### config.mk
export PLATFORM = sky130hd
export DESIGN_NAME = credit_egress
export DESIGN_NICKNAME = d
export VERILOG_FILES = /design/src/verilog/mixer_data_pkg.sv /design/src/verilog/credit_egress.sv
export SDC_FILE = /design/constraint.sdc
export NUM_CORES = 1
export LEC_CHECK = 0
export ABC_CLOCK_PERIOD_IN_PS = 9300
export BUFFER_PORTS_ARGS = -buffer_cell sky130_fd_sc_hd__buf_2
export CORE_MARGIN = 10
export CORE_UTILIZATION = 55
export CTS_BUF_LIST = sky130_fd_sc_hd__clkbuf_8
export CTS_CLUSTER_DIAMETER = 200
export DETAILED_ROUTE_END_ITERATION = 10
export GPL_TIMING_DRIVEN = 0
export PLACE_DENSITY = 0.84
export SLEW_MARGIN = 0
export SYNTH_ARGS = -nofsm -noshare
export SYNTH_HDL_FRONTEND = slang
export SYNTH_SLANG_ARGS = --single-unit
export TNS_END_PERCENT = 1
### constraint.sdc
create_clock -name clk -period 9.3 [get_ports clk]
set_input_delay 0.465 -clock clk [delete_from_list [all_inputs] [get_ports clk]]
set_output_delay 0.465 -clock clk [all_outputs]
set_load 0.01 [all_outputs]
### src/verilog/mixer_data_pkg.sv
//####################################################################
// Data side widths, fixed point formats and the sample beat type.
// The egress depth must be a power of two.
//####################################################################
`default_nettype none

package mixer_data_pkg;

  // Sample, oscillator, gain and timestamp widths
  localparam int IQ_W     = 16;
  localparam int PHASE_W  = 32;
  localparam int LUT_BITS = 8;
  localparam int GAIN_W   = 18;
  localparam int TIME_W   = 64;

  // Table values carry 15 fraction bits, gain carries 14
  localparam int COS_FRAC  = 15;
  localparam int GAIN_FRAC = 14;
  localparam int ROT_W     = 2 * IQ_W + 1 - COS_FRAC;
  localparam int SCALE_W   = ROT_W + GAIN_W + 1;

  localparam int PIPE_LAT     = 4;
  localparam int EGRESS_DEPTH = 8;
  localparam int EGRESS_AW    = $clog2(EGRESS_DEPTH);
  localparam int CREDIT_W     = 16;

  typedef struct packed {
    logic signed [IQ_W-1:0] i;
    logic signed [IQ_W-1:0] q;
  } iq_t;

  // timestamp is meaningful only when sof is set
  typedef struct packed {
    iq_t               iq;
    logic              sof;
    logic              eof;
    logic [TIME_W-1:0] timestamp;
  } sample_beat_t;

endpackage

`default_nettype wire

### src/verilog/credit_egress.sv
//####################################################################
// Egress FIFO that sends only against downstream credits.
// Each departing beat returns one credit to the upstream side,
// which is what keeps this FIFO from overflowing.
//####################################################################
`timescale 1ns/100ps
`default_nettype none

module credit_egress (
  input  wire                                clk,
  input  wire                                i_rst,
  input  wire mixer_data_pkg::sample_beat_t  i_beat,
  input  wire                                i_valid,
  input  wire                                i_out_credit,
  output mixer_data_pkg::sample_beat_t       o_out_beat,
  output logic                               o_out_valid,
  output logic                               o_in_credit
);

  mixer_data_pkg::sample_beat_t          mem [mixer_data_pkg::EGRESS_DEPTH];
  logic [mixer_data_pkg::EGRESS_AW-1:0]  wr_ptr;
  logic [mixer_data_pkg::EGRESS_AW-1:0]  rd_ptr;
  logic [mixer_data_pkg::EGRESS_AW:0]    fill_q;
  logic [mixer_data_pkg::CREDIT_W-1:0]   credit_q;
  logic                                  send;

  assign send = (credit_q != '0) && (fill_q != '0);

  always_ff @(posedge clk) begin
    if (i_rst) begin
      wr_ptr      <= '0;
      rd_ptr      <= '0;
      fill_q      <= '0;
      credit_q    <= '0;
      o_out_valid <= 1'b0;
      o_in_credit <= 1'b0;
    end else begin
      o_out_valid <= send;
      o_in_credit <= send;
      if (i_valid) begin
        wr_ptr <= wr_ptr + 1'b1;
      end
      if (send) begin
        rd_ptr <= rd_ptr + 1'b1;
      end
      case ({i_valid, send})
        2'b10:   fill_q <= fill_q + 1'b1;
        2'b01:   fill_q <= fill_q - 1'b1;
        default: fill_q <= fill_q;
      endcase
      // Credit in the same cycle as a send cancels out
      case ({i_out_credit, send})
        2'b10:   credit_q <= credit_q + 1'b1;
        2'b01:   credit_q <= credit_q - 1'b1;
        default: credit_q <= credit_q;
      endcase
    end
  end

  always_ff @(posedge clk) begin
    if (i_valid) begin
      mem[wr_ptr] <= i_beat;
    end
    if (send) begin
      o_out_beat <= mem[rd_ptr];
    end
  end

endmodule

`default_nettype wire

==> out/results.ini <==
[layout]
final_area_mm2 = 0.0409
fin_nets = 2090
post-route-util_pct = 66.4
drive_above_1_share_pct = 37.1
layoutNonFillerInstCount = 2921
layout_common_cells = edfxtp_1, buf_2, mux4_2
final_common_cell = edfxtp_1
area_growth_pct = 19.7

[cts]
cts_root_buf = clkbuf_8
insertion_delay_ns = 0.77
cts_tree = yes
clkTransAtPathRegs_ns = 0.06
clock_tree.buffer_depth = 3
cts_buffers = 143
cts.sinks = 909
cts.repair.resized = 0
htree_levels = 4

[power_and_ir_drop]
p_total_mw = 11.1
powerDensity_mw_per_mm2 = 271
peakVddDrop_mv = 0.274
p_leak_nw = 13.6

[worst_hold_path]
hp-class = in2reg
min_to = credit_q[13]$_SDFFE_PP0P_
hold_depth = 2
min_from = i_rst

[synthesis]
synth_ff_type = edfxtp_1
synth_xor_area_share_pct = 0.410
synthAdderAreaFrac_pct = 0.850
syn_nets = 1592
synthArstFlopShare_pct = 0
ys_warn_count = 0
synth_top_area_share_pct = 77.5
muxShareOfSynthArea_pct = 16.3
syn_avg_cell_area_um2 = 23.3
synth_seq_area_share_pct = 79.1
synth_area_leaders = edfxtp_1, mux4_2, mux2_2
synth_simple_gate_area_share_pct = 1.18
synth_seq_cells = 909
synth_top_cell_by_area = edfxtp_1
netlist_area_mm2 = 0.0342
synth_top_family_by_area = multiplexers
synth_compound_area_share_pct = 1.25
syn-instance-count = 1468
synth_edf_count = 882
synth_cell_types = 49

[routing]
vias = 16800
drt_iter0_markers = 1487
drc = 0
postRouteWirelength_um = 73800
wl_per_cell_um = 25.3
ant_nets = 0
viasPerCell = 5.74
firstDrtPassIters = 5

[place]
io_buffers = 200
dp.cells = 2559
gp_congestion = 0.799
place_area_mm2 = 0.0372
place_hpwl_um = 45400
pre_cts_ws_ns = 4.45

[global_routing]
top_usage_layer = met2
grt-ovfl-total = 0
grt_use_met1_pct = 26.2
grt_use_met3_pct = 5.12
antenna_found_initial = 7
grt_max_degree = 67
met2_usage_pct = 34.1
gr-usage-all-layers_pct = 20.6
grt_pass1_vias = 18100
grt_pass1_wl_um = 112000

[floorplan]
die_h_um = 269
start_util_pct = 55.5
dieArea_mm2 = 0.0725
coreArea_mm2 = 0.0616
die_w_um = 269
io_pins = 202
placementRows = 91

[sta]
fin_ws_ns = 5.00
rsz0062_at_grt = no
setup_viol = 0
maxSlewViolCount = 0
timing_hold_violations_final = 0
fin_skew_ns = 0.0456
hold_slack_ns = 0.213
worst_slew_pin_slew_ns = 1.01
fin_tns_setup_ns = 0
period_needed_ns = 4.30
fmax_mhz = 233
slew_headroom_pct = 32.5
period_share_pct = 46.2

[worst_setup_path]
crit_arrival_ns = 4.93
crit_path_end_kind = flip-flop
worstPathRequired_ns = 9.93
worstRegToRegCells = 10
worstReg2RegStart = fill_q[0]$_SDFFE_PP0P_
r2r_setup_slack_ns = 5.00
r2r-end = credit_q[12]$_SDFFE_PP0P_
start_kind = flip-flop
critical_path_class = reg2reg
crit_path_max_fanout = 36

[flow_run]
maxCapViolations = 0

[status]
status = finished, final reports clean

==> layer usage <==
layer  wire length, um  up-vias
met5                 7        -
met4              1820        2
met3              5540      135
met2             37600      728
met1             28900     8687
li1                  -     7226
==> worst max path at each step <==
stage,from,cells after the start,end
after detailed placement,fill_q[0]$_SDFFE_PP0P_,10,credit_q[12]$_SDFFE_PP0P_
after global routing,fill_q[0]$_SDFFE_PP0P_,10,credit_q[12]$_SDFFE_PP0P_
after global placement,i_valid,3,mem[0][52]$_DFFE_PP_
final,fill_q[0]$_SDFFE_PP0P_,10,credit_q[12]$_SDFFE_PP0P_
after CTS,fill_q[0]$_SDFFE_PP0P_,10,credit_q[12]$_SDFFE_PP0P_
after floorplan,i_valid,2,mem[0][0]$_DFFE_PP_
==> synthesized netlist by cell type (2+ instances only) <==
library cell,n
buf_1,4
nor4_1,4
a21oi_1,21
edfxtp_1,882
o211ai_1,4
o22ai_1,3
a21o_1,5
nand2_1,20
nor2b_1,4
ha_1,20
xnor2_1,5
inv_1,9
o21a_1,2
mux2i_1,4
nand2b_1,3
nor2_1,30
a22o_1,2
or2_2,2
and3_1,2
mux2_2,98
clkbuf_1,33
o21ai_0,7
nor3_1,7
o21bai_1,4
dfxtp_1,27
xor2_1,11
a2111oi_0,2
a31oi_1,2
nand4_1,3
buf_4,2
buf_2,26
nand3_1,4
a211oi_1,4
mux4_2,196
fa_1,2
==> power breakdown <==
part / switching (mW) / internal (mW) / total, mW / leakage (nW)
Clock: 1.51 / 1.62 / 3.13 / 1.53
Combinational: 1.58 / 1.19 / 2.77 / 3.84
Sequential: 0.148 / 5.05 / 5.20 / 8.28
Total: 3.24 / 7.86 / 11.1 / 13.6
==> registers in the layout, indices dropped and copies added, names as in the netlist <==
signal and count:
o_in_credit 1, credit_q 16, wr_ptr 3, fill_q 4, rd_ptr 3, o_out_beat 98
mem 784
==> area by class of cell <==
class / count / area [um^2]
timing repair buffer: 353 / 2950
inverter: 9 / 38.8
sequential: 909 / 27000
clock buffer: 151 / 2080
tap: 837 / 1050
multi-input combinational: 485 / 6880
clock inverter: 105 / 577
antenna: 7 / 17.5
buffer: 65 / 284
fill: 3857 / 20700
==> kinds of logic after synthesis <==
family,count (synthesis)
simple gates,85
fa+ha+maj,22
mux,298
compound gates,64
xor+xnor,16
buf+inv,74
flops,909
==> critical path: stages, from the launching register on <==
cell	delay, ns
dfxtp_1	0.35
o41ai_2	0.82
inv_6	0.34
ha_1	0.61
fa_1	0.58
a211oi_2	0.31
o21bai_1	0.18
a221o_1	0.41
a311oi_2	0.33
xor2_1	0.17
o21ai_1	0.06
==> timing repair <==
item,4_1_cts,5_1_grt
endpoints found under the hold margin,785,0
setup buffers,0,0
hold buffers,99,0
Note: power is estimated with default switching activity, not from simulation.
