<file path="src/verilog/mixer_data_pkg.sv">
//####################################################################
// Data side widths, fixed point formats and the sample beat type.
// The egress depth must be a power of two.
//####################################################################
`default_nettype none

package mixer_data_pkg;

  // Sample, oscillator, gain and timestamp widths
  localparam int IQ_W     = 16;
  localparam int PHASE_W  = 32;
  localparam int LUT_BITS = 8;
  localparam int GAIN_W   = 18;
  localparam int TIME_W   = 64;

  // Table values carry 15 fraction bits, gain carries 14
  localparam int COS_FRAC  = 15;
  localparam int GAIN_FRAC = 14;
  localparam int ROT_W     = 2 * IQ_W + 1 - COS_FRAC;
  localparam int SCALE_W   = ROT_W + GAIN_W + 1;

  localparam int PIPE_LAT     = 4;
  localparam int EGRESS_DEPTH = 8;
  localparam int EGRESS_AW    = $clog2(EGRESS_DEPTH);
  localparam int CREDIT_W     = 16;

  typedef struct packed {
    logic signed [IQ_W-1:0] i;
    logic signed [IQ_W-1:0] q;
  } iq_t;

  // timestamp is meaningful only when sof is set
  typedef struct packed {
    iq_t               iq;
    logic              sof;
    logic              eof;
    logic [TIME_W-1:0] timestamp;
  } sample_beat_t;

endpackage

`default_nettype wire

</file>
<file path="src/verilog/iq_rotate_scale.sv">
//####################################################################
// Complex rotate, gain and saturate, four stages from sample input.
// The gain is captured with each sample, so a change affects only
// samples accepted after it.
//####################################################################
`timescale 1ns/100ps
`default_nettype none

module iq_rotate_scale (
  input  wire                                    clk,
  input  wire                                    i_rst,
  input  wire                                    i_valid,
  input  wire mixer_data_pkg::sample_beat_t      i_beat,
  input  wire signed [mixer_data_pkg::IQ_W-1:0]  i_cos,
  input  wire signed [mixer_data_pkg::IQ_W-1:0]  i_sin,
  input  wire [mixer_data_pkg::GAIN_W-1:0]       i_gain,
  output mixer_data_pkg::sample_beat_t           o_beat,
  output logic                                   o_valid
);

  // Round half up over the gain fraction, then clip to 16 bits
  function automatic logic signed [mixer_data_pkg::IQ_W-1:0] round_clip(
    input logic signed [mixer_data_pkg::SCALE_W-1:0] v
  );
    logic signed [mixer_data_pkg::SCALE_W-1:0] half_lsb;
    logic signed [mixer_data_pkg::SCALE_W-1:0] pos_lim;
    logic signed [mixer_data_pkg::SCALE_W-1:0] neg_lim;
    logic signed [mixer_data_pkg::SCALE_W-1:0] r;
    half_lsb = 1 <<< (mixer_data_pkg::GAIN_FRAC - 1);
    pos_lim  = (1 <<< (mixer_data_pkg::IQ_W - 1)) - 1;
    neg_lim  = -(1 <<< (mixer_data_pkg::IQ_W - 1));
    r = (v + half_lsb) >>> mixer_data_pkg::GAIN_FRAC;
    if (r > pos_lim) begin
      return pos_lim[mixer_data_pkg::IQ_W-1:0];
    end else if (r < neg_lim) begin
      return neg_lim[mixer_data_pkg::IQ_W-1:0];
    end
    return r[mixer_data_pkg::IQ_W-1:0];
  endfunction

  logic [mixer_data_pkg::PIPE_LAT-1:0]         vld_q;
  mixer_data_pkg::sample_beat_t                s1_beat;
  mixer_data_pkg::sample_beat_t                s2_beat;
  mixer_data_pkg::sample_beat_t                s3_beat;
  logic [mixer_data_pkg::GAIN_W-1:0]           s1_gain;
  logic [mixer_data_pkg::GAIN_W-1:0]           s2_gain;
  logic signed [2*mixer_data_pkg::IQ_W:0]      rot_i;
  logic signed [2*mixer_data_pkg::IQ_W:0]      rot_q;
  logic signed [mixer_data_pkg::ROT_W-1:0]     s2_i;
  logic signed [mixer_data_pkg::ROT_W-1:0]     s2_q;
  logic signed [mixer_data_pkg::SCALE_W-1:0]   scl_i;
  logic signed [mixer_data_pkg::SCALE_W-1:0]   scl_q;
  logic signed [mixer_data_pkg::SCALE_W-1:0]   s3_i;
  logic signed [mixer_data_pkg::SCALE_W-1:0]   s3_q;

  // Positive phase turns counter-clockwise
  assign rot_i = s1_beat.iq.i * i_cos - s1_beat.iq.q * i_sin;
  assign rot_q = s1_beat.iq.i * i_sin + s1_beat.iq.q * i_cos;

  assign scl_i = s2_i * $signed({1'b0, s2_gain});
  assign scl_q = s2_q * $signed({1'b0, s2_gain});

  assign o_valid = vld_q[mixer_data_pkg::PIPE_LAT-1];

  always_ff @(posedge clk) begin
    if (i_rst) begin
      vld_q <= '0;
    end else begin
      vld_q <= {vld_q[mixer_data_pkg::PIPE_LAT-2:0], i_valid};
    end
  end

  always_ff @(posedge clk) begin
    // Wait one cycle for the phasor of this sample
    if (i_valid) begin
      s1_beat <= i_beat;
      s1_gain <= i_gain;
    end
    // Rotate and drop the table fraction bits
    if (vld_q[0]) begin
      s2_beat <= s1_beat;
      s2_gain <= s1_gain;
      s2_i    <= rot_i[2*mixer_data_pkg::IQ_W:mixer_data_pkg::COS_FRAC];
      s2_q    <= rot_q[2*mixer_data_pkg::IQ_W:mixer_data_pkg::COS_FRAC];
    end
    if (vld_q[1]) begin
      s3_beat <= s2_beat;
      s3_i    <= scl_i;
      s3_q    <= scl_q;
    end
    // Flags and timestamp pass through, only iq is replaced
    if (vld_q[2]) begin
      o_beat      <= s3_beat;
      o_beat.iq.i <= round_clip(s3_i);
      o_beat.iq.q <= round_clip(s3_q);
    end
  end

endmodule

`default_nettype wire

</file>
<file path="config.mk">
export PLATFORM = sky130hd
export DESIGN_NAME = iq_rotate_scale
export DESIGN_NICKNAME = d
export VERILOG_FILES = /design/src/verilog/mixer_data_pkg.sv /design/src/verilog/iq_rotate_scale.sv
export SDC_FILE = /design/constraint.sdc
export NUM_CORES = 2
export LEC_CHECK = 0
export BUFFER_PORTS_ARGS = -buffer_cell sky130_fd_sc_hd__buf_4
export CORE_ASPECT_RATIO = 0.6
export CORE_UTILIZATION = 70
export DETAILED_ROUTE_END_ITERATION = 6
export PLACE_DENSITY = 0.94
export SYNTH_ARGS = -nofsm -noshare
export SYNTH_HDL_FRONTEND = slang
export SYNTH_SLANG_ARGS = --single-unit
</file>
<file path="constraint.sdc">
create_clock -name clk -period 22.1 [get_ports clk]
set_input_delay 4.42 -clock clk [delete_from_list [all_inputs] [get_ports clk]]
set_output_delay 4.42 -clock clk [all_outputs]
set_load 0.1 [all_outputs]
</file>
==> run metrics <==
clk buf depth 3; #FFs+latches synth 452; # clock sinks approximately 450; Final Wtd Congestion 0.992; post-DR vias/cell 5.93; Core Box Area about 0.11 mm²; top_reg_cell synth edfxtp_1; largest net degree at the start of global routing 69; IO Count 250; Highest Clock Rate a little over 80 MHz; count leader, synth inv_1; Tot GR Track Use 38.5%; syn nets about 9600; layout cells sized above 1 5.38%; Synth async-reset ratio 0%; Synth warnings 0; failing checks DRC; busiest grt layer met2; met1 GRT Util 50.5%; vias in the first global route 57700; top cells by count, synth inv_1, fa_1, nand2_1; Crit. Startpoint i_sin[0]; max-slew violations 0; DRT iter0 DRCs 6068; Max stage delay on crit path about 0.74 ns; critical path class input port to flip-flop; Yosys top cell area share 45.1%; Worst Path Buf+Inv 7; Min-Delay Path Class flip-flop to flip-flop; drt total wl 198 mm; crit path max fanout 32; final setup vio count 0; placed cell areas 0.0775 mm²; EDFF count, synth around 450; Synth Area in Compound Gates 2.05%; post-layout net count approximately 9600; Rows 92; Die H around 250 µm; Clk pin slew, worst setup/hold paths 0.07 ns; mux contribution to synthesized area 0.0268%; DRC errors left 51; global-route wire length before repair ~310 mm; synth top area cells fa_1, edfxtp_1, ha_1; Setup Total Neg Slack 0 ns; Relative slew margins roughly a quarter; Die W 424 µm; gr ovfl total 0; global routing met3 resource utilization 15.3%; cell mode on critical path fa_1; hold_buf cts 0; CTS Buf Count 43; final hold violation count 0; Critical Path RT ~22 ns; Setup Buffers After CTS 0; root buffer cell clkbuf_16; Gate Count Post-Synth 7178; area share of fa/ha/maj cells after synthesis 54.5%; cell family with most CP delay adder cells; via count 51300; Worst-Margin Slew 1.14 ns; post_cts resized 0; ANT nets after route 0; post-DP HPWL between 150 and 200 mm; Util after Layout 75.0%; period utilisation layout around 55%; synthesized area 0.0747 mm²; mean post-synth cell area 10.4 µm²; status complete, but fails checks; Simple-Gate Fraction of Synth Area between 10 and 15%; met2 usage roughly three fifths; largest area contributor in the netlist fa_1; MaxCap Viol Count 0; sequential fraction of the synthesis area approximately 18%; initial antenna violation count 12; main combinational cell family by area after synthesis adder cells; Startpoint Class input port; reg-to-reg critical path startpoint s1_beat[81]; Fin Clk Skew approximately 0.043 ns; die area 0.108 mm²; WL/cell 22.9 µm; RSZ-0062 raised after global routing false; htree depth 2; Initial Util a little under three quarters; Crit-path slowest cell inv_1; worst hold start s1_beat[30]; Crit. End Element flip-flop; # port buffers around 250; Tmin final 12.25 ns; post-route cell area just under 0.08 mm²; drt pass-1 iters 7; worst path arrival time approximately 13 ns; Post-Synth XOR/XNOR Area 1.64%; count of different cell masters after synthesis 73; clk_lat worst skew roughly 0.65 ns; CTS tree yes; Area growth, synth to finish 5.78%
-- layout make-up --
cell class / instances / area [µm²]
Clock buffer: 50 / 1100
Antenna cell: 6 / 15.0
Fill cell: 6175 / 26400
Inverter: 1841 / 6910
Multi-Input combinational cell: 4558 / 53000
Clock inverter: 29 / 360
Sequential cell: 452 / 13500
Tap cell: 1410 / 1760
Timing Repair Buffer: 305 / 2290
-- worst reg2reg max path, stage by stage, from the launching register on --
cell and delay, ns:
edfxtp_1 0.33, buf_4 0.39, nand2_1 0.25, inv_1 0.74, fa_1 0.57, inv_1 0.09
fa_1 0.41, inv_1 0.07, fa_1 0.41, inv_1 0.09, fa_1 0.44, fa_1 0.58
fa_1 0.44, fa_1 0.49, inv_1 0.05, fa_1 0.48, inv_1 0.05, ha_1 0.30
o21a_1 0.21, nand3_1 0.10, o2bb2ai_1 0.10, o31ai_1 0.58, a31oi_1 0.44, a211oi_1 0.54
o21bai_1 0.16, xor2_1 0.19
-- layout by cell type (no fill, tap or decap), types with 16 or more instances in the layout --
cell       count
and3_1        18
and2_1       681
nand3_1       31
nand2_1      933
nor3_1        29
nand4_1       16
buf_4        304
inv_1       1840
nor2_1       129
o21ai_0       52
a21o_1        28
edfxtp_1     448
clkbuf_16     43
xnor2_1      101
nor2b_1       24
a21oi_1       44
nand2b_1      57
ha_1         560
fa_1        1682
xor2_1        39
-- through the flow --
step	setup WS (ns)	instances	hold WS, ns
finish	9.85	8651	0.417
global placement	9.77	8566	0.400
detailed placement	9.51	8566	0.405
floorplan	10.57	7178	0.400
CTS	10.16	8645	0.418
global route	9.74	8650	0.420
-- kinds of logic after synthesis --
kind of cell / count (synthesis)
adders and majority gates: 2242
AOI/OAI and AO/OA: 222
DFF: 452
muxes: 2
buffers and inverters: 2168
xor gates and xnor gates: 140
and+or+nand+nor: 1952
-- path summary, 6_finish.rpt --
path / endpoint / slack (ns) / cells after the start
min reg2reg: s2_beat[30] / 0.42 / 0
min: s2_beat[30] / 0.42 / 0
max reg2reg: s2_i[16] / 13.31 / 25
max: s2_i[16] / 9.85 / 25
-- layer usage --
metal,vias up,share of wire [%]
met3,890,17
met2,3994,43
met4,0,4.6
met1,25400,35
li1,21000,-
met5,-,0
-- state kept, by name, summed over array words and instances (netlist names) --
| signal | count |
|---|---|
| vld_q | 4 |
| s2_q | 18 |
| s3_beat | 66 |
| o_beat | 98 |
| s2_beat | 66 |
| s3_q | 24 |
| s2_i | 18 |
| s3_i | 24 |
| s2_gain | 18 |
| s1_gain | 18 |
| s1_beat | 98 |
Power is left out: the tool's default activity adds up to more than one toggle a clock period on the data nets, which glitch-free logic cannot reach.
