--- src/verilog/mixer_data_pkg.sv ---
//####################################################################
// Data side widths, fixed point formats and the sample beat type.
// The egress depth must be a power of two.
//####################################################################
`default_nettype none

package mixer_data_pkg;

  // Sample, oscillator, gain and timestamp widths
  localparam int IQ_W     = 16;
  localparam int PHASE_W  = 32;
  localparam int LUT_BITS = 8;
  localparam int GAIN_W   = 18;
  localparam int TIME_W   = 64;

  // Table values carry 15 fraction bits, gain carries 14
  localparam int COS_FRAC  = 15;
  localparam int GAIN_FRAC = 14;
  localparam int ROT_W     = 2 * IQ_W + 1 - COS_FRAC;
  localparam int SCALE_W   = ROT_W + GAIN_W + 1;

  localparam int PIPE_LAT     = 4;
  localparam int EGRESS_DEPTH = 8;
  localparam int EGRESS_AW    = $clog2(EGRESS_DEPTH);
  localparam int CREDIT_W     = 16;

  typedef struct packed {
    logic signed [IQ_W-1:0] i;
    logic signed [IQ_W-1:0] q;
  } iq_t;

  // timestamp is meaningful only when sof is set
  typedef struct packed {
    iq_t               iq;
    logic              sof;
    logic              eof;
    logic [TIME_W-1:0] timestamp;
  } sample_beat_t;

endpackage

`default_nettype wire

--- src/verilog/sample_clock.sv ---
//####################################################################
// Running timestamp of the input stream, one tick per sample.
// A beat without sof before the first packet counts from zero.
//####################################################################
`timescale 1ns/100ps
`default_nettype none

module sample_clock (
  input  wire                                clk,
  input  wire                                i_rst,
  input  wire                                i_valid,
  input  wire mixer_data_pkg::sample_beat_t  i_beat,
  output logic [mixer_data_pkg::TIME_W-1:0]  o_time
);

  logic [mixer_data_pkg::TIME_W-1:0] time_q;
  logic                              load;

  // Start of packet carries its own timestamp
  assign load = i_valid && i_beat.sof;

  // Time of the sample being accepted right now
  assign o_time = load ? i_beat.timestamp : time_q;

  // Holds the time of the next expected sample
  always_ff @(posedge clk) begin
    if (i_rst) begin
      time_q <= '0;
    end else if (i_valid) begin
      time_q <= o_time + 1'b1;
    end
  end

endmodule

`default_nettype wire

--- config.mk ---
export PLATFORM = sky130hd
export DESIGN_NAME = sample_clock
export DESIGN_NICKNAME = d
export VERILOG_FILES = /design/src/verilog/mixer_data_pkg.sv /design/src/verilog/sample_clock.sv
export SDC_FILE = /design/constraint.sdc
export NUM_CORES = 1
export LEC_CHECK = 0
export BUFFER_PORTS_ARGS = -buffer_cell sky130_fd_sc_hd__buf_2
export CORE_MARGIN = 2
export CORE_UTILIZATION = 40
export CTS_CLUSTER_DIAMETER = 100
export DETAILED_ROUTE_END_ITERATION = 10
export PLACE_DENSITY = 0.72
export SYNTH_ARGS = -nofsm -noshare
export SYNTH_HDL_FRONTEND = slang
export SYNTH_SLANG_ARGS = --single-unit
--- constraint.sdc ---
create_clock -name clk -period 4.2 [get_ports clk]
set_input_delay 0.84 -clock clk [delete_from_list [all_inputs] [get_ports clk]]
set_output_delay 0.84 -clock clk [all_outputs]
set_load 0.03 [all_outputs]
==> results_dict.tcl, run 1 <==
set metrics [dict create \
    coreArea_mm2 0.01309 \
    grt_start_max_net_pins 52 \
    ys_async_sr_fraction 0 \
    cts-root-buf "clkbuf_16" \
    fmax_ghz 0.2944 \
    synth-seq-area-share 0.2416 \
    startpoint_type "primary input" \
    hold_buffers 0 \
    largest_register_ffs 64 \
    slew_viol_final 0 \
    cts_tree "done" \
    period_share 0.8087 \
    holdWs_ns 0.4806 \
    dpl.hpwl_um 12510 \
    port-buffer-count 131 \
    finalPower_w 0.001885 \
    first_pass_iters 8 \
    cp.arrival_ns 3.62 \
    reg2reg_to "time_q[49]" \
    cp_top_family "simple AND/OR/NAND/NOR gates" \
    setup_viol 0 \
    hp-class "reg -> reg" \
    first_global_vias 5609 \
    relSlewSlack 0.5009 \
    yosysWarningCount 0 \
    rrSetupSlack_ns 1.36 \
    grt_pass1_wl_um 28480 \
    p_leak_nw 2.644 \
    crit_slowest_cell "nor4_4" \
    synth_top_area_share 0.2416 \
    ys_ff_latch 64 \
    drcViolationCount 0 \
    synthDistinctLibCells 63 \
    die_y_um 119.2 \
    rr_startpoint "time_q[2]" \
    synth_cells 761 \
    clock_sinks 64 \
    fin_crit_ns 3.396 \
    rsz0062_at_grt "false" \
    seq_area_mm2 0.001281 \
    dpl_worst_slack_ns 0.4487 \
    synth_area_leader_cell "dfxtp_1" \
    path_depth 10 \
    critPathMaxStageDelay_ns 0.57 \
    drive_gt1_frac 0.2329 \
    ctsResizeCount 0 \
    die_x_um 119.2 \
    antenna_found_initial 0 \
    initial_core_util 0.4053 \
    critical_path_class "in -> reg" \
    syn_nets 863 \
    skew_ns 0.008075 \
    dieArea_mm2 0.01420 \
    finalHoldViolCount 0 \
    rows 42 \
    top_regs "time_q x64" \
    end_kind "flop" \
    cts.htree.levels 3 \
    syn_area_mm2 0.005304 \
    r2r_cells 8 \
    synth-edff-count 0 \
    cp.required_ns 4.43 \
    setup_tns_ns 0 \
    synthToLayoutAreaGrowth_pct 21.30 \
    drv_cap 0 \
    totalWireLength_um 17950 \
    multi_input_area_mm2 0.003650 \
    globalRouteOverflowTotal 0 \
    irDropWorstVdd_mv 0.1644 \
    cellPowerDensity_mw_per_mm2 293.0 \
    avgViaCountPerCell 5.863 \
    grt_use_total 0.2493 \
    clock_latency_ns 0.35 \
    cts_setup_buffers 0 \
    fillerInstances 1349 \
    cts_buffers 9 \
    place.gp.congestion 0.8971 \
    clk_pin_slew_worst_paths_ns 0.05 \
    wl_per_cell_um 17.07 \
    fin_ws_ns 0.8035 \
    postRouteAntennaNets 0 \
    instances_no_fill 1052 \
    status "finished clean" \
    cts_buffer_depth 2 \
    num_vias 6168 \
    diodes 0 \
    tightestPinTransition_ns 0.7452 \
    path_buf_inv 3 \
    nets 973 \
    critPathMaxFanout 30 \
    crit_end "time_q[49]" \
    ios 165 \
    crit_path_start "i_valid" \
    drtIter0Drc 506 \
    avgSynthCellArea_um2 6.970 \
    ys.flop_type "dfxtp_1" \
    cp_cell_sequence "buf_2 > buf_4 > nand4_1 > o21ai_1 > nand4_1 > buf_4 > nor4_4 > nand3b_1 > and3_1 > a311o_1" \
    top_register "time_q" \
    yosys-top-cells-area "dfxtp_1 (24%), nand2_1 (14%), nand4_1 (7.2%)" \
    place_inst 1036 \
]
## routing by layer
metal / track usage / share of wire / up-vias
met2: 0.4073 / 0.47 / 275
met3: 0.03784 / 0.063 / 33
li1: - / - / 2973
met4: 0.1042 / 0.021 / 0
met5: 0 / 0 / -
met1: 0.3272 / 0.44 / 2887
## stage by stage
step	util	area, um2
floorplan	-	5341
global placement	0.4687	6133
detailed placement	0.4687	6133
CTS	0.4917	6434
global route	0.4917	6434
finish	0.4917	6434
## worst reg2reg max path, stage by stage (launching register included)
cell and delay, ns:
dfxtp_1 0.39, nand2_1 0.07, o21ai_0 0.30, nand4_1 0.31, buf_4 0.28, nor4_4 0.57, nand3b_1 0.25, and3_1 0.24
a311o_1 0.31
## area by class of cell
class,instances,area share
Sequential cell,64,0.1991
Tap cell,176,0.03423
Clock buffer,13,0.04045
Clock inverter,3,0.006223
Timing Repair Buffer,153,0.1334
Multi-Input combinational cell,610,0.5673
Inverter,33,0.01925
## layout by cell type (no fill, tap or decap), types with 18 or more instances in the layout
cell / count
mux2i_1: 22
nand4_1: 61
nor2_1: 38
inv_1: 33
nand2_1: 190
o21ai_0: 34
buf_2: 131
buf_4: 19
o21ai_1: 18
dfxtp_1: 64
nand3_1: 38
## cell families after synthesis
logic type,Yosys count,synth area share
AO/OA/AOI/OAI,138,0.1795
XOR/XNOR,27,0.04458
AND/OR/NAND/NOR,407,0.3824
adder cells (fa/ha/maj),1,0.002359
flip-flops,64,0.2416
buffers and inverters,87,0.07549
multiplexers,37,0.07407
## report_power, final
| part | internal, W | switching (W) | leakage (nW) |
|---|---|---|---|
| Clock | 0.000490 | 0.000290 | 0.150 |
| Sequential | 0.000635 | 0.0000215 | 0.521 |
| Combinational | 0.000142 | 0.000305 | 1.97 |
| Total | 0.00127 | 0.000617 | 2.64 |
## worst min-delay path by stage
stage,slack [ns],endpoint,cells after the start,start
CTS,0.48,time_q[6],2,time_q[6]
floorplan,0.45,time_q[58],2,time_q[58]
finish,0.48,time_q[55],2,time_q[55]
detailed placement,0.47,time_q[6],2,time_q[6]
global placement,0.46,time_q[58],2,time_q[58]
global route,0.51,time_q[4],2,time_q[4]
## Yosys cell counts (3+ instances only)
cell type	instances
nor2b_1	3
o21ai_1	19
o31ai_1	4
a21oi_1	15
buf_2	17
a311o_1	5
nor2_1	38
or3_1	4
nand3b_1	4
and3_1	17
inv_1	33
nand2_1	191
buf_6	6
o221ai_1	4
a31oi_1	8
nor4_1	3
o22ai_1	9
nand4_1	61
nor3_1	12
o311ai_1	10
xnor2_1	16
mux2_2	14
dfxtp_1	64
o211ai_1	6
mux2i_1	22
or4_1	8
nand3_1	38
o31ai_2	3
xor2_1	11
nand2b_1	8
o21ai_0	34
o32ai_1	6
nor3b_1	5
clkbuf_1	27
No activity file was read; power rests on OpenSTA's default activity.
==> run 2, diff against run 1 <==
- PLACE_DENSITY: 0.72 -> 0.7
- clock period: 4.2 -> 3.5 ns (I/O delays scaled with it)
==> run 2 against run 1 <==
  * Clock power rose by 9.0%
  * Critical path type unchanged
  * Clock skew is 0.0014 ns lower
  * Non-clock buffer count grew 31
  * Flip-flop and latch count is the same
  * Global-route usage grew 0.25 points
  * Wire length up 0.54%
  * Count of clock-buffer cells in the layout down 1
  * Total power up 16%
  * Register-to-register slack lost 0.43 ns
  * Sequential share of layout area is 0.78 points lower
  * Largest power group unchanged
==> results_dict.tcl, run 2 (synthesis gave the netlist of run 1 again) <==
set metrics [dict create \
    status "finished clean" \
    clkPwrFrac 0.388 \
    drive_gt1_frac 0.2638 \
    p_seq_frac 0.360 \
    final_cell_mix "nand2_1 (188), buf_2 (131), dfxtp_1 (64)" \
    dpl.hpwl_um 12980 \
    cellPowerDensity_mw_per_mm2 327.3 \
    cp.required_ns 3.75 \
    startpoint_type "primary input" \
    topRoutingLayerUsed "met4" \
    grt_use_total 0.2518 \
    cts.htree.levels 3 \
    netSwitchingPower_w 0.0007350 \
    antenna_found_initial 0 \
    wl_met2_um 8416 \
    drcViolationCount 0 \
    avgViaCountPerCell 5.709 \
    top_regs "time_q x64" \
    postRouteAntennaNets 0 \
    irDropWorstVdd_mv 0.2076 \
    clock_sinks 64 \
    fin_crit_ns 3.026 \
    crit_end "time_q[54]" \
    seq_area_mm2 0.001281 \
    swShare 0.3354 \
    rr_startpoint "time_q[0]" \
    crit_slowest_cell "or4_1" \
    cp.arrival_ns 3.27 \
    clk_pin_slew_worst_paths_ns 0.06 \
    top_register "time_q" \
    drv_cap 0 \
    rows 42 \
    grt_pass1_wl_um 28830 \
    rsz0062_at_grt "false" \
    critical_path_class "in -> reg" \
    wl_per_cell_um 16.68 \
    coreArea_mm2 0.01309 \
    cts_buffer_depth 2 \
    cts_tree "done" \
    critPathMaxFanout 8 \
    layout_commonest_cell "nand2_1" \
    nets 1004 \
    dieArea_mm2 0.01420 \
    hp-class "reg -> reg" \
    finalHoldViolCount 0 \
    crit_path_start "i_beat[65]" \
    die_y_um 119.2 \
    rrSetupSlack_ns 0.93 \
    first_pass_iters 5 \
    period_share 0.8645 \
    place.gp.congestion 0.8911 \
    end_kind "flop" \
    setup_viol 0 \
    cts_buffers 9 \
    reg2reg_to "time_q[54]" \
    totalWireLength_um 18050 \
    initial_core_util 0.4053 \
    cts-root-buf "clkbuf_16" \
    ctsResizeCount 0 \
    r2r_cells 10 \
    wl_met3_um 1251 \
    skew_ns 0.006634 \
    die_x_um 119.2 \
    synthToLayoutAreaGrowth_pct 26.26 \
    instances_no_fill 1082 \
    p_leak_nw 2.800 \
    slew_viol_final 0 \
    largest_register_ffs 64 \
    first_global_vias 5592 \
    num_vias 6177 \
    internal-power_w 0.001456 \
    port-buffer-count 131 \
    drtIter0Drc 525 \
    relSlewSlack 0.5214 \
    hold_buffers 0 \
    wl_met1_um 8001 \
    grt_start_max_net_pins 61 \
    place_inst 1067 \
    globalRouteOverflowTotal 0 \
    clock_latency_ns 0.34 \
    cp_cell_sequence "buf_2 > and2_4 > mux2_4 > ha_4 > nand2_2 > o21ai_2 > nand4_1 > nor4_2 > buf_4 > nand3_1 > or4_1 > o311ai_1" \
    diodes 0 \
    setup_tns_ns 0 \
    multi_input_area_mm2 0.003681 \
    cts_setup_buffers 0 \
    tightestPinTransition_ns 0.7179 \
    fmax_ghz 0.3305 \
    p_comb_frac 0.251 \
    ios 165 \
    fillerInstances 1316 \
    critPathMaxStageDelay_ns 0.43 \
]
-- run 2: power groups by stage --
stage,logic (W),clock network [W],registers [W]
detailed placement,0.000546,0,0.000803
floorplan,0.000369,0,0.000796
global placement,0.000542,0,0.000803
finish,0.000551,0.000851,0.000789
CTS,0.000548,0.000851,0.000788
global route,0.000593,0.000891,0.000793
-- run 2: cell type report --
cell class / instances / area share
Tap cell: 176 / 0.03288
Multi-Input combinational cell: 610 / 0.5497
Sequential cell: 64 / 0.1913
Clock inverter: 3 / 0.002616
Clock buffer: 12 / 0.03830
Timing Repair Buffer: 184 / 0.1667
Inverter: 33 / 0.01850
-- run 2: metrics by stage --
step / worst slack (ns) / utilization / hold WS (ns) / instance area [um2] / total power, W
after floorplan: -0.3587 / - / 0.4489 / 5404 / 0.001165
after global placement: 0.2271 / 0.4908 / 0.4694 / 6422 / 0.001345
after detailed placement: 0.1561 / 0.4908 / 0.4734 / 6422 / 0.001350
after CTS: 0.4803 / 0.5118 / 0.4806 / 6696 / 0.002187
after global routing: 0.2924 / 0.5118 / 0.4989 / 6696 / 0.002278
final: 0.4742 / 0.5118 / 0.4799 / 6696 / 0.002191
-- run 2: worst min path at each step --
stage                     startpoint          to  slack [ns]  cells after the start
after floorplan           time_q[58]  time_q[58]        0.45                      2
after global placement    time_q[58]  time_q[58]        0.47                      2
after detailed placement  time_q[55]  time_q[55]        0.47                      2
after CTS                 time_q[55]  time_q[55]        0.48                      2
after global routing      time_q[55]  time_q[55]        0.50                      2
final                     time_q[55]  time_q[55]        0.48                      2
-- run 2: worst max-delay path, delay by kind of cell --
| family | cells | cell delay (ns) |
|---|---|---|
| AO/OA/AOI/OAI | 2 | 0.32 |
| buffers and inverters | 2 | 0.42 |
| adder cells (fa/ha/maj) | 1 | 0.15 |
| AND/OR/NAND/NOR | 6 | 1.51 |
| multiplexers | 1 | 0.18 |
-- run 2: metal layers --
layer  vias to the layer above  track usage
met5                         -            0
met4                         0      0.07961
met3                        29      0.04310
met2                       259       0.4066
met1                      2864       0.3415
li1                       3025            -
