File: config.mk
export PLATFORM = sky130hd
export DESIGN_NAME = timed_cmd_ctrl
export DESIGN_NICKNAME = d
export VERILOG_FILES = /design/src/verilog/mixer_data_pkg.sv /design/src/verilog/mixer_cfg_pkg.sv /design/src/verilog/timed_cmd_ctrl.sv
export SDC_FILE = /design/constraint.sdc
export NUM_CORES = 1
export LEC_CHECK = 0
export BUFFER_PORTS_ARGS = -buffer_cell sky130_fd_sc_hd__buf_2
export CAP_MARGIN = 20
export CORE_MARGIN = 3
export CORE_UTILIZATION = 40
export CTS_CLUSTER_DIAMETER = 120
export DETAILED_ROUTE_END_ITERATION = 16
export GPL_TIMING_DRIVEN = 0
export HOLD_SLACK_MARGIN = 0.12
export PLACE_DENSITY_LB_ADDON = 0.25
export SYNTH_ARGS = -nofsm -noshare
export SYNTH_HDL_FRONTEND = slang
export SYNTH_SLANG_ARGS = --single-unit
File: constraint.sdc
create_clock -name clk -period 7.4 [get_ports clk]
set_clock_uncertainty 0.2 [all_clocks]
set_input_delay 0.74 -clock clk [delete_from_list [all_inputs] [get_ports clk]]
set_output_delay 0.74 -clock clk [all_outputs]
set_load 0.05 [all_outputs]
File: src/verilog/mixer_data_pkg.sv
//####################################################################
// Data side widths, fixed point formats and the sample beat type.
// The egress depth must be a power of two.
//####################################################################
`default_nettype none

package mixer_data_pkg;

  // Sample, oscillator, gain and timestamp widths
  localparam int IQ_W     = 16;
  localparam int PHASE_W  = 32;
  localparam int LUT_BITS = 8;
  localparam int GAIN_W   = 18;
  localparam int TIME_W   = 64;

  // Table values carry 15 fraction bits, gain carries 14
  localparam int COS_FRAC  = 15;
  localparam int GAIN_FRAC = 14;
  localparam int ROT_W     = 2 * IQ_W + 1 - COS_FRAC;
  localparam int SCALE_W   = ROT_W + GAIN_W + 1;

  localparam int PIPE_LAT     = 4;
  localparam int EGRESS_DEPTH = 8;
  localparam int EGRESS_AW    = $clog2(EGRESS_DEPTH);
  localparam int CREDIT_W     = 16;

  typedef struct packed {
    logic signed [IQ_W-1:0] i;
    logic signed [IQ_W-1:0] q;
  } iq_t;

  // timestamp is meaningful only when sof is set
  typedef struct packed {
    iq_t               iq;
    logic              sof;
    logic              eof;
    logic [TIME_W-1:0] timestamp;
  } sample_beat_t;

endpackage

`default_nettype wire

File: src/verilog/mixer_cfg_pkg.sv
//####################################################################
// Settings bus, command and status types for the control side.
// The data word is read as a phase increment or a gain by address.
//####################################################################
`default_nettype none

package mixer_cfg_pkg;

  localparam int SR_AW = 8;
  localparam int SR_DW = 32;

  // Register addresses
  localparam logic [SR_AW-1:0] SR_FREQ = 8'd0;
  localparam logic [SR_AW-1:0] SR_GAIN = 8'd1;

  // Unity gain, 1.0 in the 14 fraction bit format
  localparam logic [mixer_data_pkg::GAIN_W-1:0] GAIN_UNITY =
    {{(mixer_data_pkg::GAIN_W - mixer_data_pkg::GAIN_FRAC - 1){1'b0}},
     1'b1, {mixer_data_pkg::GAIN_FRAC{1'b0}}};

  typedef struct packed {
    logic [SR_DW-mixer_data_pkg::GAIN_W-1:0] pad;
    logic [mixer_data_pkg::GAIN_W-1:0]       gain;
  } gain_word_t;

  typedef union packed {
    logic [mixer_data_pkg::PHASE_W-1:0] phase_inc;
    gain_word_t                         gain_word;
  } cfg_word_u;

  typedef struct packed {
    logic                              stb;
    logic [SR_AW-1:0]                  addr;
    cfg_word_u                         data;
    logic                              has_time;
    logic [mixer_data_pkg::TIME_W-1:0] timestamp;
  } set_cmd_t;

  typedef enum logic {CMD_IDLE, CMD_ARMED} cmd_state_t;

  typedef struct packed {
    logic armed;
    logic dropped;
    logic late;
  } cmd_status_t;

endpackage

`default_nettype wire

File: src/verilog/timed_cmd_ctrl.sv
//####################################################################
// Settings decode with one pending timed frequency command.
// Gain writes always apply at once, their time field is ignored.
// A command whose time has passed fires on the next sample.
//####################################################################
`timescale 1ns/100ps
`default_nettype none

module timed_cmd_ctrl (
  input  wire                                  clk,
  input  wire                                  i_rst,
  input  wire mixer_cfg_pkg::set_cmd_t         i_set,
  input  wire                                  i_valid,
  input  wire [mixer_data_pkg::TIME_W-1:0]     i_time,
  output logic [mixer_data_pkg::PHASE_W-1:0]   o_phase_inc,
  output logic [mixer_data_pkg::GAIN_W-1:0]    o_gain,
  output mixer_cfg_pkg::cmd_status_t           o_status
);

  mixer_cfg_pkg::cmd_state_t         state_q;
  logic [mixer_data_pkg::PHASE_W-1:0] inc_q;
  logic [mixer_data_pkg::PHASE_W-1:0] cmd_inc_q;
  logic [mixer_data_pkg::TIME_W-1:0]  cmd_time_q;
  logic [mixer_data_pkg::GAIN_W-1:0]  gain_q;
  logic                               dropped_q;
  logic                               late_q;
  logic                               armed;
  logic                               freq_wr;
  logic                               gain_wr;
  logic                               timed_wr;
  logic                               fire;

  assign armed    = (state_q == mixer_cfg_pkg::CMD_ARMED);
  assign freq_wr  = i_set.stb && (i_set.addr == mixer_cfg_pkg::SR_FREQ);
  assign gain_wr  = i_set.stb && (i_set.addr == mixer_cfg_pkg::SR_GAIN);
  assign timed_wr = freq_wr && i_set.has_time;

  // Fires on the matching sample, or the first one after a missed time
  assign fire = armed && i_valid && (i_time >= cmd_time_q);

  // The firing sample already uses the new increment
  assign o_phase_inc = fire ? cmd_inc_q : inc_q;
  assign o_gain      = gain_q;
  assign o_status    = '{armed: armed, dropped: dropped_q, late: late_q};

  always_ff @(posedge clk) begin
    if (i_rst) begin
      state_q   <= mixer_cfg_pkg::CMD_IDLE;
      inc_q     <= '0;
      gain_q    <= mixer_cfg_pkg::GAIN_UNITY;
      dropped_q <= 1'b0;
      late_q    <= 1'b0;
    end else begin
      dropped_q <= timed_wr && armed;
      late_q    <= fire && (i_time != cmd_time_q);
      case (state_q)
        mixer_cfg_pkg::CMD_IDLE: begin
          if (timed_wr) begin
            state_q <= mixer_cfg_pkg::CMD_ARMED;
          end
        end
        default: begin
          if (fire) begin
            inc_q   <= cmd_inc_q;
            state_q <= mixer_cfg_pkg::CMD_IDLE;
          end
        end
      endcase
      // An immediate write in the firing cycle is the newer value
      if (freq_wr && !i_set.has_time) begin
        inc_q <= i_set.data.phase_inc;
      end
      if (gain_wr) begin
        gain_q <= i_set.data.gain_word.gain;
      end
    end
  end

  // Pending command payload
  always_ff @(posedge clk) begin
    if (timed_wr && !armed) begin
      cmd_inc_q  <= i_set.data.phase_inc;
      cmd_time_q <= i_set.timestamp;
    end
  end

endmodule

`default_nettype wire

==> flow_summary.ini, run 1 <==
[outcome]
status = finished, final reports clean

[finish]
nFillCells = 1637
post-route-util_pct = 52.6
drive_above_1_share_pct = 35.8
final_cells = 1110
fin_nets = 1104
area_delta_synth_final_pct = 28.0

[detailed_routing]
wl_mm = 18.8
viasPerCell = 5.00
ant_nets = 0
drc_errors = 0
route.vias.total = 5554
wl_per_cell_um = 17.0
drt_iter0_drc = 212
first_pass_iters = 4

[pwr]
pwr-share-comb_pct = 5.6
powerDensity_nw_per_um2 = 196
switching_share_pct = 21.4
power.internal_uw = 1470
p_switching_uw = 399
power.share.clock_pct = 47.0
p_leak_uw = 0.00440
ir_drop_uv = 151
p_seq_share_pct = 47.4

[worst_setup_path]
required_ns = 6.46
crit_chain = buf_2 > ha_1 > nand4_1 > nor4_2 > nand3_1 > a21oi_1 > nor4_4 > a21oi_4 > buf_6 > mux2_4 > buf_2
worst-r2r-cell-count = 10
crit_path_start_kind = primary input
cpMostUsedCell = buf_2
slowest_stage = nor4_2
crit_fanout = 10
end_kind = output pin
reg2reg_to = inc_q[9]$_SDFFE_PP0P_
max_stage_delay_ns = 0.42
path_class = in2out
r2r_start = cmd_time_q[53]$_DFFE_PP_
ff2ff_setup_slack_ns = 4.43
cp.arrival_ns = 3.42

[yosys]
synth_commonest_cells = edfxtp_1, inv_1, nor3_1
yosysTopAreaCell = edfxtp_1
synth-seq-cells = 149
async_flop_share_pct = 0
synth_area_um2 = 7430
syn-num-nets = 858
synth_edf_count = 96
synthTopCellsByArea = edfxtp_1, dfxtp_1, ha_1
avgSynthCellArea_um2 = 12.0
ys_seq_area_share_pct = 53.0
yosys.cell_count.top_type = edfxtp_1
ys.flop_type = edfxtp_1
syn_inst = 621
synth_top_cell_area_share_pct = 38.8
yosysWarnings = 0
ys_types = 44

[die]
core_area_um2 = 18100
rows = 49
die_area_um2 = 20300
start_util_pct = 41.1
die_w_um = 142
die_y_um = 142
io_pins = 226

[timing]
finalHoldViolCount = 0
fin_crit_ns = 4.36
worst_pin_slew_ns = 0.764
rsz0062_at_grt = no
slew_violations = 0
fmax_ghz = 0.229
max_slew_margin_pct = 49.1
period_share_pct = 58.9
finalSetupViolations = 0

[clock_tree]
cts-resized-gates = 0
cts_setup_buffers = 0
root_buffer = clkbuf_16
cts.clk_slew.worst_paths_ns = 0.06
cts_tree = done
clockBufferDepth = 2
clkSinkCount = 149
cts_made_buffers = 17
cts_hold_buf = 0
h-tree-depth = 4
clk_latency_ns = 0.42

[min_path]
hold_depth = 1
hp-start = o_gain[14]$_SDFFE_PP1P_
hold_end = o_gain[14]$_SDFFE_PP1P_
hp-class = reg2reg

[grt]
grt_pass1_vias = 5649
grt_overflow = 0
grt_max_degree = 31
antenna_found_initial = 1
grt_pass1_wl_mm = 28.9
grt_use_total_pct = 18.4

[placed_design]
dp_hpwl_mm = 14.1
place.gp.congestion = 0.780
placed_cells = 1077
io_buffers = 224

[flow_run]
drv_cap = 0
cells by family after synthesis:
kind of cell               share of synthesized area [%]
AOI/OAI and AO/OA                                   10.0
adders and majority gates                           10.8
buffers and inverters                               5.76
DFF                                                 53.0
muxes                                               8.55
and+or+nand+nor                                     11.8
worst max-delay path: cells and delay by family:
family | cells | cell delay (ns)
AOI/OAI and AO/OA | 2 | 0.59
adders and majority gates | 1 | 0.30
buffers and inverters | 3 | 0.55
muxes | 1 | 0.32
and+or+nand+nor | 4 | 0.89
layout make-up:
| cell class | instances | area [um^2] | area share, % |
|---|---|---|---|
| Timing Repair Buffer | 227 | 1190 | 12.5 |
| Sequential cell | 149 | 3940 | 41.5 |
| Clock inverter | 9 | 114 | 1.20 |
| Tap cell | 229 | 287 | 3.01 |
| Buffer | 31 | 176 | 1.85 |
| Inverter | 67 | 251 | 2.64 |
| Multi-Input combinational cell | 374 | 3070 | 32.3 |
| Antenna cell | 1 | 2.50 | 0.0263 |
| Clock buffer | 23 | 479 | 5.04 |
registers in the layout, summed over array words and instances (netlist names):
name,count
late_q,1
cmd_time_q,64
o_gain,18
dropped_q,1
armed,1
inc_q,32
cmd_inc_q,32
cell usage in the layout (no fill, tap or decap), drive strengths merged, types with 3 or more instances in the layout:
master | netlist | final
nand4 | 13 | 13
edfxtp | 96 | 96
o21ai | 6 | 6
nor2 | 52 | 52
a21o | 11 | 11
nor4 | 7 | 7
mux2 | 32 | 32
a21oi | 26 | 26
buf | 12 | 239
ha | 64 | 64
inv | 67 | 71
a211o | 3 | 3
clkbuf | 19 | 42
o221a | 32 | 32
nand3 | 8 | 8
nor3 | 68 | 68
a211oi | 3 | 3
mux2i | 17 | 17
dfxtp | 53 | 53
nand2 | 16 | 16
metal layers:
metal / vias up / share of wire [%] / wire (um) / GRT usage, %
li1: 2788 / - / - / -
met1: 2567 / 44 / 8200 / 22.9
met2: 176 / 48 / 8990 / 31.0
met3: 21 / 7.4 / 1400 / 5.48
met4: 2 / 1.2 / 221 / 5.40
met5: - / 0.069 / 13 / 0
stage by stage:
stage / hold slack [ns] / setup TNS, ns / total power, uW / setup WS (ns) / cell area [um^2]
after floorplan: 0.273 / 0 / 942 / 1.24 / 7430
after global placement: 0.239 / -142.05 / 1000 / -1.48 / 8840
after global routing: 0.269 / 0 / 1930 / 2.84 / 9510
after detailed placement: 0.256 / 0 / 1010 / 2.97 / 8920
final: 0.275 / 0 / 1860 / 3.04 / 9510
after CTS: 0.269 / 0 / 1890 / 2.96 / 9510
power by group through the flow:
stage                     clock network, uW  registers [uW]  logic (uW)
final                                   877             884         104
after global routing                    931             883         117
after CTS                               902             884         105
after detailed placement                  0             902         104
after global placement                    0             902         101
after floorplan                           0             903        39.6
worst max-delay path by stage:
stage,start,end,slack [ns],depth (start not counted)
after CTS,i_time[30],o_phase_inc[25],2.96,11
final,i_time[30],o_phase_inc[4],3.04,11
after detailed placement,i_time[30],o_phase_inc[25],2.97,11
after global routing,i_time[30],o_phase_inc[4],2.84,11
after global placement,i_set[101],cmd_time_q[38]$_DFFE_PP_,-1.48,6
after floorplan,i_set[101],cmd_inc_q[0]$_DFFE_PP_,1.24,5
No activity file was read; power rests on OpenSTA's default activity.
==> inputs of run 2 (changes only) <==
Settings changed: ABC_AREA from default to 1.
Clock period 7.4 ns to 4.2 ns, I/O delays scaled along.
==> flow_summary.ini, run 2 <==
[finish]
largest_reg_flops = 64
post-route-util_pct = 58.5
final_cells = 1386
fin_nets = 1380
drive_above_1_share_pct = 26.6
reg.largest.list = cmd_time_q (64), cmd_inc_q (32), inc_q (32)
layout_common_cells = buf_2, inv_1, nand2_1
layout_commonest_cell = buf_2
top_register = cmd_time_q
area_delta_synth_final_pct = 42.6

[detailed_routing]
viasPerCell = 4.56
first_pass_iters = 4
drt_iter0_drc = 224
ant_nets = 0
wl_mm = 19.2
route.vias.total = 6323
wl_per_cell_um = 13.8
drc_errors = 0

[placed_design]
io_buffers = 224
place.gp.congestion = 0.808
dp_hpwl_mm = 14.0
pre_cts_ws_ns = 0.946
placed_cells = 1257

[timing]
fmax_ghz = 0.291
fin_ws_ns = 0.760
fin_tns_setup_ns = 0
period_share_pct = 81.9
finalSetupViolations = 0
worst_pin_slew_ns = 0.642
slew_violations = 0
fin_crit_ns = 3.44
finalHoldViolCount = 0
max_slew_margin_pct = 57.1
rsz0062_at_grt = no

[grt]
grt_use_total_pct = 19.0
grt_max_degree = 25
grt_pass1_wl_mm = 30.3
grt_pass1_vias = 6259
grt_overflow = 0
antenna_found_initial = 4

[clock_tree]
cts_made_buffers = 17
clkSinkCount = 149
cts.clk_slew.worst_paths_ns = 0.07
cts_setup_buffers = 0
clockBufferDepth = 2
h-tree-depth = 4
cts_tree = done
root_buffer = clkbuf_16
clk_latency_ns = 0.42
cts-resized-gates = 0
cts_hold_buf = 96

[worst_setup_path]
crit_path_start_kind = flip-flop
worst-r2r-cell-count = 16
crit_fanout = 10
cp.arrival_ns = 2.82
required_ns = 3.58
crit_start = cmd_time_q[31]$_DFFE_PP_
reg2reg_to = inc_q[25]$_SDFFE_PP0P_
crit_end = o_phase_inc[25]
ff2ff_setup_slack_ns = 1.66
path_class = reg2out
r2r_start = cmd_time_q[31]$_DFFE_PP_
end_kind = output pin

[yosys]
yosys.cell_count.top_type = inv_1
yosysWarnings = 0
ys_seq_area_share_pct = 53.1
synth_area_um2 = 7420
synth_commonest_cells = inv_1, nand2_1, edfxtp_1
async_flop_share_pct = 0
syn-num-nets = 1037
avgSynthCellArea_um2 = 9.28
synthTopCellsByArea = edfxtp_1, dfxtp_1, ha_1
yosysTopAreaCell = edfxtp_1
synth_edf_count = 96
ys_types = 29
synth_top_cell_area_share_pct = 38.8
ys.flop_type = edfxtp_1
synth-seq-cells = 149
syn_inst = 800

[die]
start_util_pct = 41.0
die_w_um = 142
die_area_um2 = 20200
rows = 49
io_pins = 226
die_y_um = 142
core_area_um2 = 18100

[pwr]
power.internal_uw = 2880
powerDensity_nw_per_um2 = 340
p_switching_uw = 713
power.share.clock_pct = 49.4
ir_drop_uv = 258
pwr-share-comb_pct = 7.3
p_seq_share_pct = 43.3
switching_share_pct = 19.8
p_leak_uw = 0.00503

[flow_run]
drv_cap = 0

[outcome]
status = finished, final reports clean

[min_path]
hp-class = in2reg
## run 2: changes by cell type after synthesis, sizes merged, moves of 7 or more
cell and delta:
mux2 -32, nor2 +12, nor3 -65, a21o -7, and2 +31, inv +80, mux2i -17, a21oi +33
nand4 -8, o221a -32, clkbuf -10, nand3 +66, nand2 +126, o21ai +15
## run 2: worst min-delay path by stage
stage                                        from                       to  slack [ns]  cells past startpoint
after floorplan                  armed$_SDFF_PP0_     dropped_q$_SDFF_PP0_        0.28                      2
after global placement    o_gain[14]$_SDFFE_PP1P_  o_gain[14]$_SDFFE_PP1P_        0.25                      2
after detailed placement  o_gain[14]$_SDFFE_PP1P_  o_gain[14]$_SDFFE_PP1P_        0.26                      2
after CTS                               i_set[64]   inc_q[23]$_SDFFE_PP0P_        0.22                      4
after global routing                    i_set[64]   inc_q[23]$_SDFFE_PP0P_        0.25                      4
final                                   i_set[64]   inc_q[23]$_SDFFE_PP0P_        0.22                      4
## run 2: logic make-up (layout without fill, tap and decap cells)
family / count (synthesis) / in the layout / synth area share (%)
and+or+nand+nor: 326 / 326 / 20.5
DFF: 149 / 149 / 53.1
adders and majority gates: 64 / 64 / 10.8
other: 0 / 1 / 0
buffers and inverters: 174 / 530 / 9.42
AOI/OAI and AO/OA: 87 / 87 / 6.12
## run 2: through the flow
stage	hold slack [ns]	instance area (um^2)	power [uW]
2_1_floorplan	0.275	7430	1670
3_3_place_gp	0.253	8830	1770
3_5_place_dp	0.261	8940	1780
4_1_cts	0.224	10600	3640
5_1_grt	0.246	10600	3720
6_report	0.220	10600	3600
## run 2: power groups by stage
| stage | clock [uW] | sequential (uW) | combinational (uW) |
|---|---|---|---|
| floorplan | 0 | 1590 | 74.9 |
| global placement | 0 | 1590 | 184 |
| detailed placement | 0 | 1590 | 191 |
| CTS | 1820 | 1560 | 264 |
| global route | 1870 | 1560 | 295 |
| finish | 1780 | 1560 | 263 |
## run 2: routing by layer
layer	vias to the layer above	GRT usage [%]	part of all wire, %
li1	3287	-	-
met1	2826	22.5	43
met2	175	33.0	47
met3	29	5.61	7.5
met4	6	6.67	1.9
met5	-	0	0.21
## run 2: layout make-up
type	instances	area, um^2
diodes	1	2.50
plain buffers	25	140
clock buffers	19	433
clock inverters	13	251
fillers	1561	7500
inverters	149	559
multi-input cells	477	2790
flip-flops and latches	149	3940
well taps	229	287
repair buffers	324	2180
## run 2: worst max-delay path, stage by stage (launching register included)
cell,delay (ns)
edfxtp_1,0.32
inv_1,0.04
ha_1,0.28
nand2_1,0.08
nor2_1,0.17
nand2_1,0.11
inv_2,0.06
nand3_1,0.06
nor2_1,0.17
nand2_1,0.09
nand2_1,0.07
nor2_1,0.06
nand2_4,0.12
buf_2,0.25
nand3_1,0.13
and2_1,0.19
buf_2,0.21
==> inputs of run 3 (changes only) <==
Clock period 4.2 ns to 3.3 ns, I/O delays scaled along.
==> flow_summary.ini, run 3 (synthesis results as in run 2) <==
[outcome]
status = finished, final reports clean

[worst_setup_path]
path_buf_inv = 3
path_class = reg2out
crit_path_start_kind = flip-flop
crit_fanout = 8
required_ns = 2.77
critPathTopFamily = simple AND/OR/NAND/NOR gates
max_stage_delay_ns = 0.36
crit_chain = inv_1 > ha_1 > a21oi_2 > o21ai_1 > nand2_1 > nand2_1 > a21oi_4 > nand2_2 > nor2_4 > nand2_8 > nand2_8 > clkbuf_16 > nand2_4 > and2_4 > buf_8
end_kind = output pin
ff2ff_setup_slack_ns = 0.77
cp.arrival_ns = 2.67
slowest_stage = edfxtp_1

[pwr]
p_leak_uw = 0.00513
powerDensity_nw_per_um2 = 380
fin_total_pwr_uw = 4240
ir_drop_uv = 317

[clock_tree]
clk_latency_ns = 0.42
cts.clk_slew.worst_paths_ns = 0.06
root_buffer = clkbuf_16
cts_made_buffers = 17
cts_tree = done
clkSinkCount = 149
clockBufferDepth = 2
h-tree-depth = 4

[timing]
finalSetupViolations = 0
rsz0062_at_grt = yes
fmax_ghz = 0.312
whs_ns = 0.141
period_share_pct = 97.0
fin_crit_ns = 3.20
max_slew_margin_pct = 53.8
slew_violations = 0
finalHoldViolCount = 0
worst_pin_slew_ns = 0.693
fin_ws_ns = 0.0983

[die]
die_y_um = 142
die_w_um = 142
core_area_um2 = 18100
rows = 49
die_area_um2 = 20200
start_util_pct = 41.0
io_pins = 226

[grt]
met3_usage_pct = 6.01
grt_pass1_vias = 6472
grt_pass1_wl_mm = 30.7
busiest_layer = met2
met2_usage_pct = 34.3
grt_use_total_pct = 19.3
use_met1_pct = 22.8
antenna_found_initial = 1
grt_overflow = 0
grt_max_degree = 34

[detailed_routing]
route.vias.total = 6468
viasPerCell = 4.65
wl_mm = 20.4
first_pass_iters = 4
drc_errors = 0
drt_iter0_drc = 158
ant_nets = 0
wl_per_cell_um = 14.7

[min_path]
hp-class = in2reg

[finish]
layout_commonest_cell = buf_2
nFillCells = 1526
insertedDiodeCount = 0
fin_nets = 1386
largest_reg_flops = 64
layout_common_cells = buf_2, inv_1, nand2_1
top_register = cmd_time_q
area_delta_synth_final_pct = 50.5
reg.largest.list = cmd_time_q (64), cmd_inc_q (32), inc_q (32)
drive_above_1_share_pct = 32.1

[placed_design]
place.gp.congestion = 0.797
io_buffers = 224
pre_cts_ws_ns = 0.238
dp_hpwl_mm = 14.1

[flow_run]
drv_cap = 0
run 3: changes by cell type in the layout (fill, tap and decap cells not counted), sizes merged, moves of 2 or more:
cell,previous run,this run
inv,149,147
buf,244,246
bufinv,7,0
clkbuf,28,37
run 3: stage by stage:
stage               setup TNS, ns  instances  instance area, um^2  utilization [%]
floorplan                       0        800                 7430                -
finish                          0       1390                11200             61.8
global placement           -62.35       1253                 8840             48.9
CTS                        -0.107       1383                10500             58.2
global route               -0.727       1390                11200             61.8
detailed placement              0       1256                 8900             49.2
run 3: final cells by class:
cell class	instances	area (um^2)	area share, %
clock buffer	25	548	4.90
tap	229	287	2.56
clock inverter	6	38.8	0.347
inverter	149	559	5.01
sequential	149	3940	35.3
multi-input combinational	478	3120	27.9
timing repair buffer	329	2480	22.2
buffer	25	193	1.72
run 3: repair_timing:
action | CTS | global route
gates resized for setup | 33 | 131
pin swaps | 0 | 19
hold buffers | 96 | 0
gates cloned | 0 | 4
endpoints found under the hold margin | 146 | 0
endpoints found under the setup margin | 29 | 32
buffers inserted | 0 | 3
run 3: where the power goes:
group / switching, uW / total, uW / internal, uW
combinational: 157 / 362 / 205
clock: 751 / 1900 / 1150
sequential: 0.530 / 1980 / 1980
total: 908 / 4240 / 3330
run 3: per-layer routing:
layer / up-vias / routed length (um)
li1: 3299 / -
met1: 2959 / 8590
met2: 187 / 10100
met3: 21 / 1490
met4: 2 / 210
met5: - / 13
run 3: path summary, 6_finish.rpt:
kind,cells after the start,startpoint,endpoint
max,15,cmd_time_q[57]$_DFFE_PP_,o_phase_inc[10]
min,4,i_set[64],inc_q[23]$_SDFFE_PP0P_
max reg2reg,16,cmd_time_q[57]$_DFFE_PP_,inc_q[16]$_SDFFE_PP0P_
min reg2reg,2,o_gain[14]$_SDFFE_PP1P_,o_gain[14]$_SDFFE_PP1P_
run 3: worst min-delay path: cells and delay by family:
| kind | cells | cell delay [ns] |
|---|---|---|
| AOI/OAI and AO/OA | 1 | 0.05 |
| buffers and inverters | 1 | 0.11 |
| and+or+nand+nor | 2 | 0.22 |
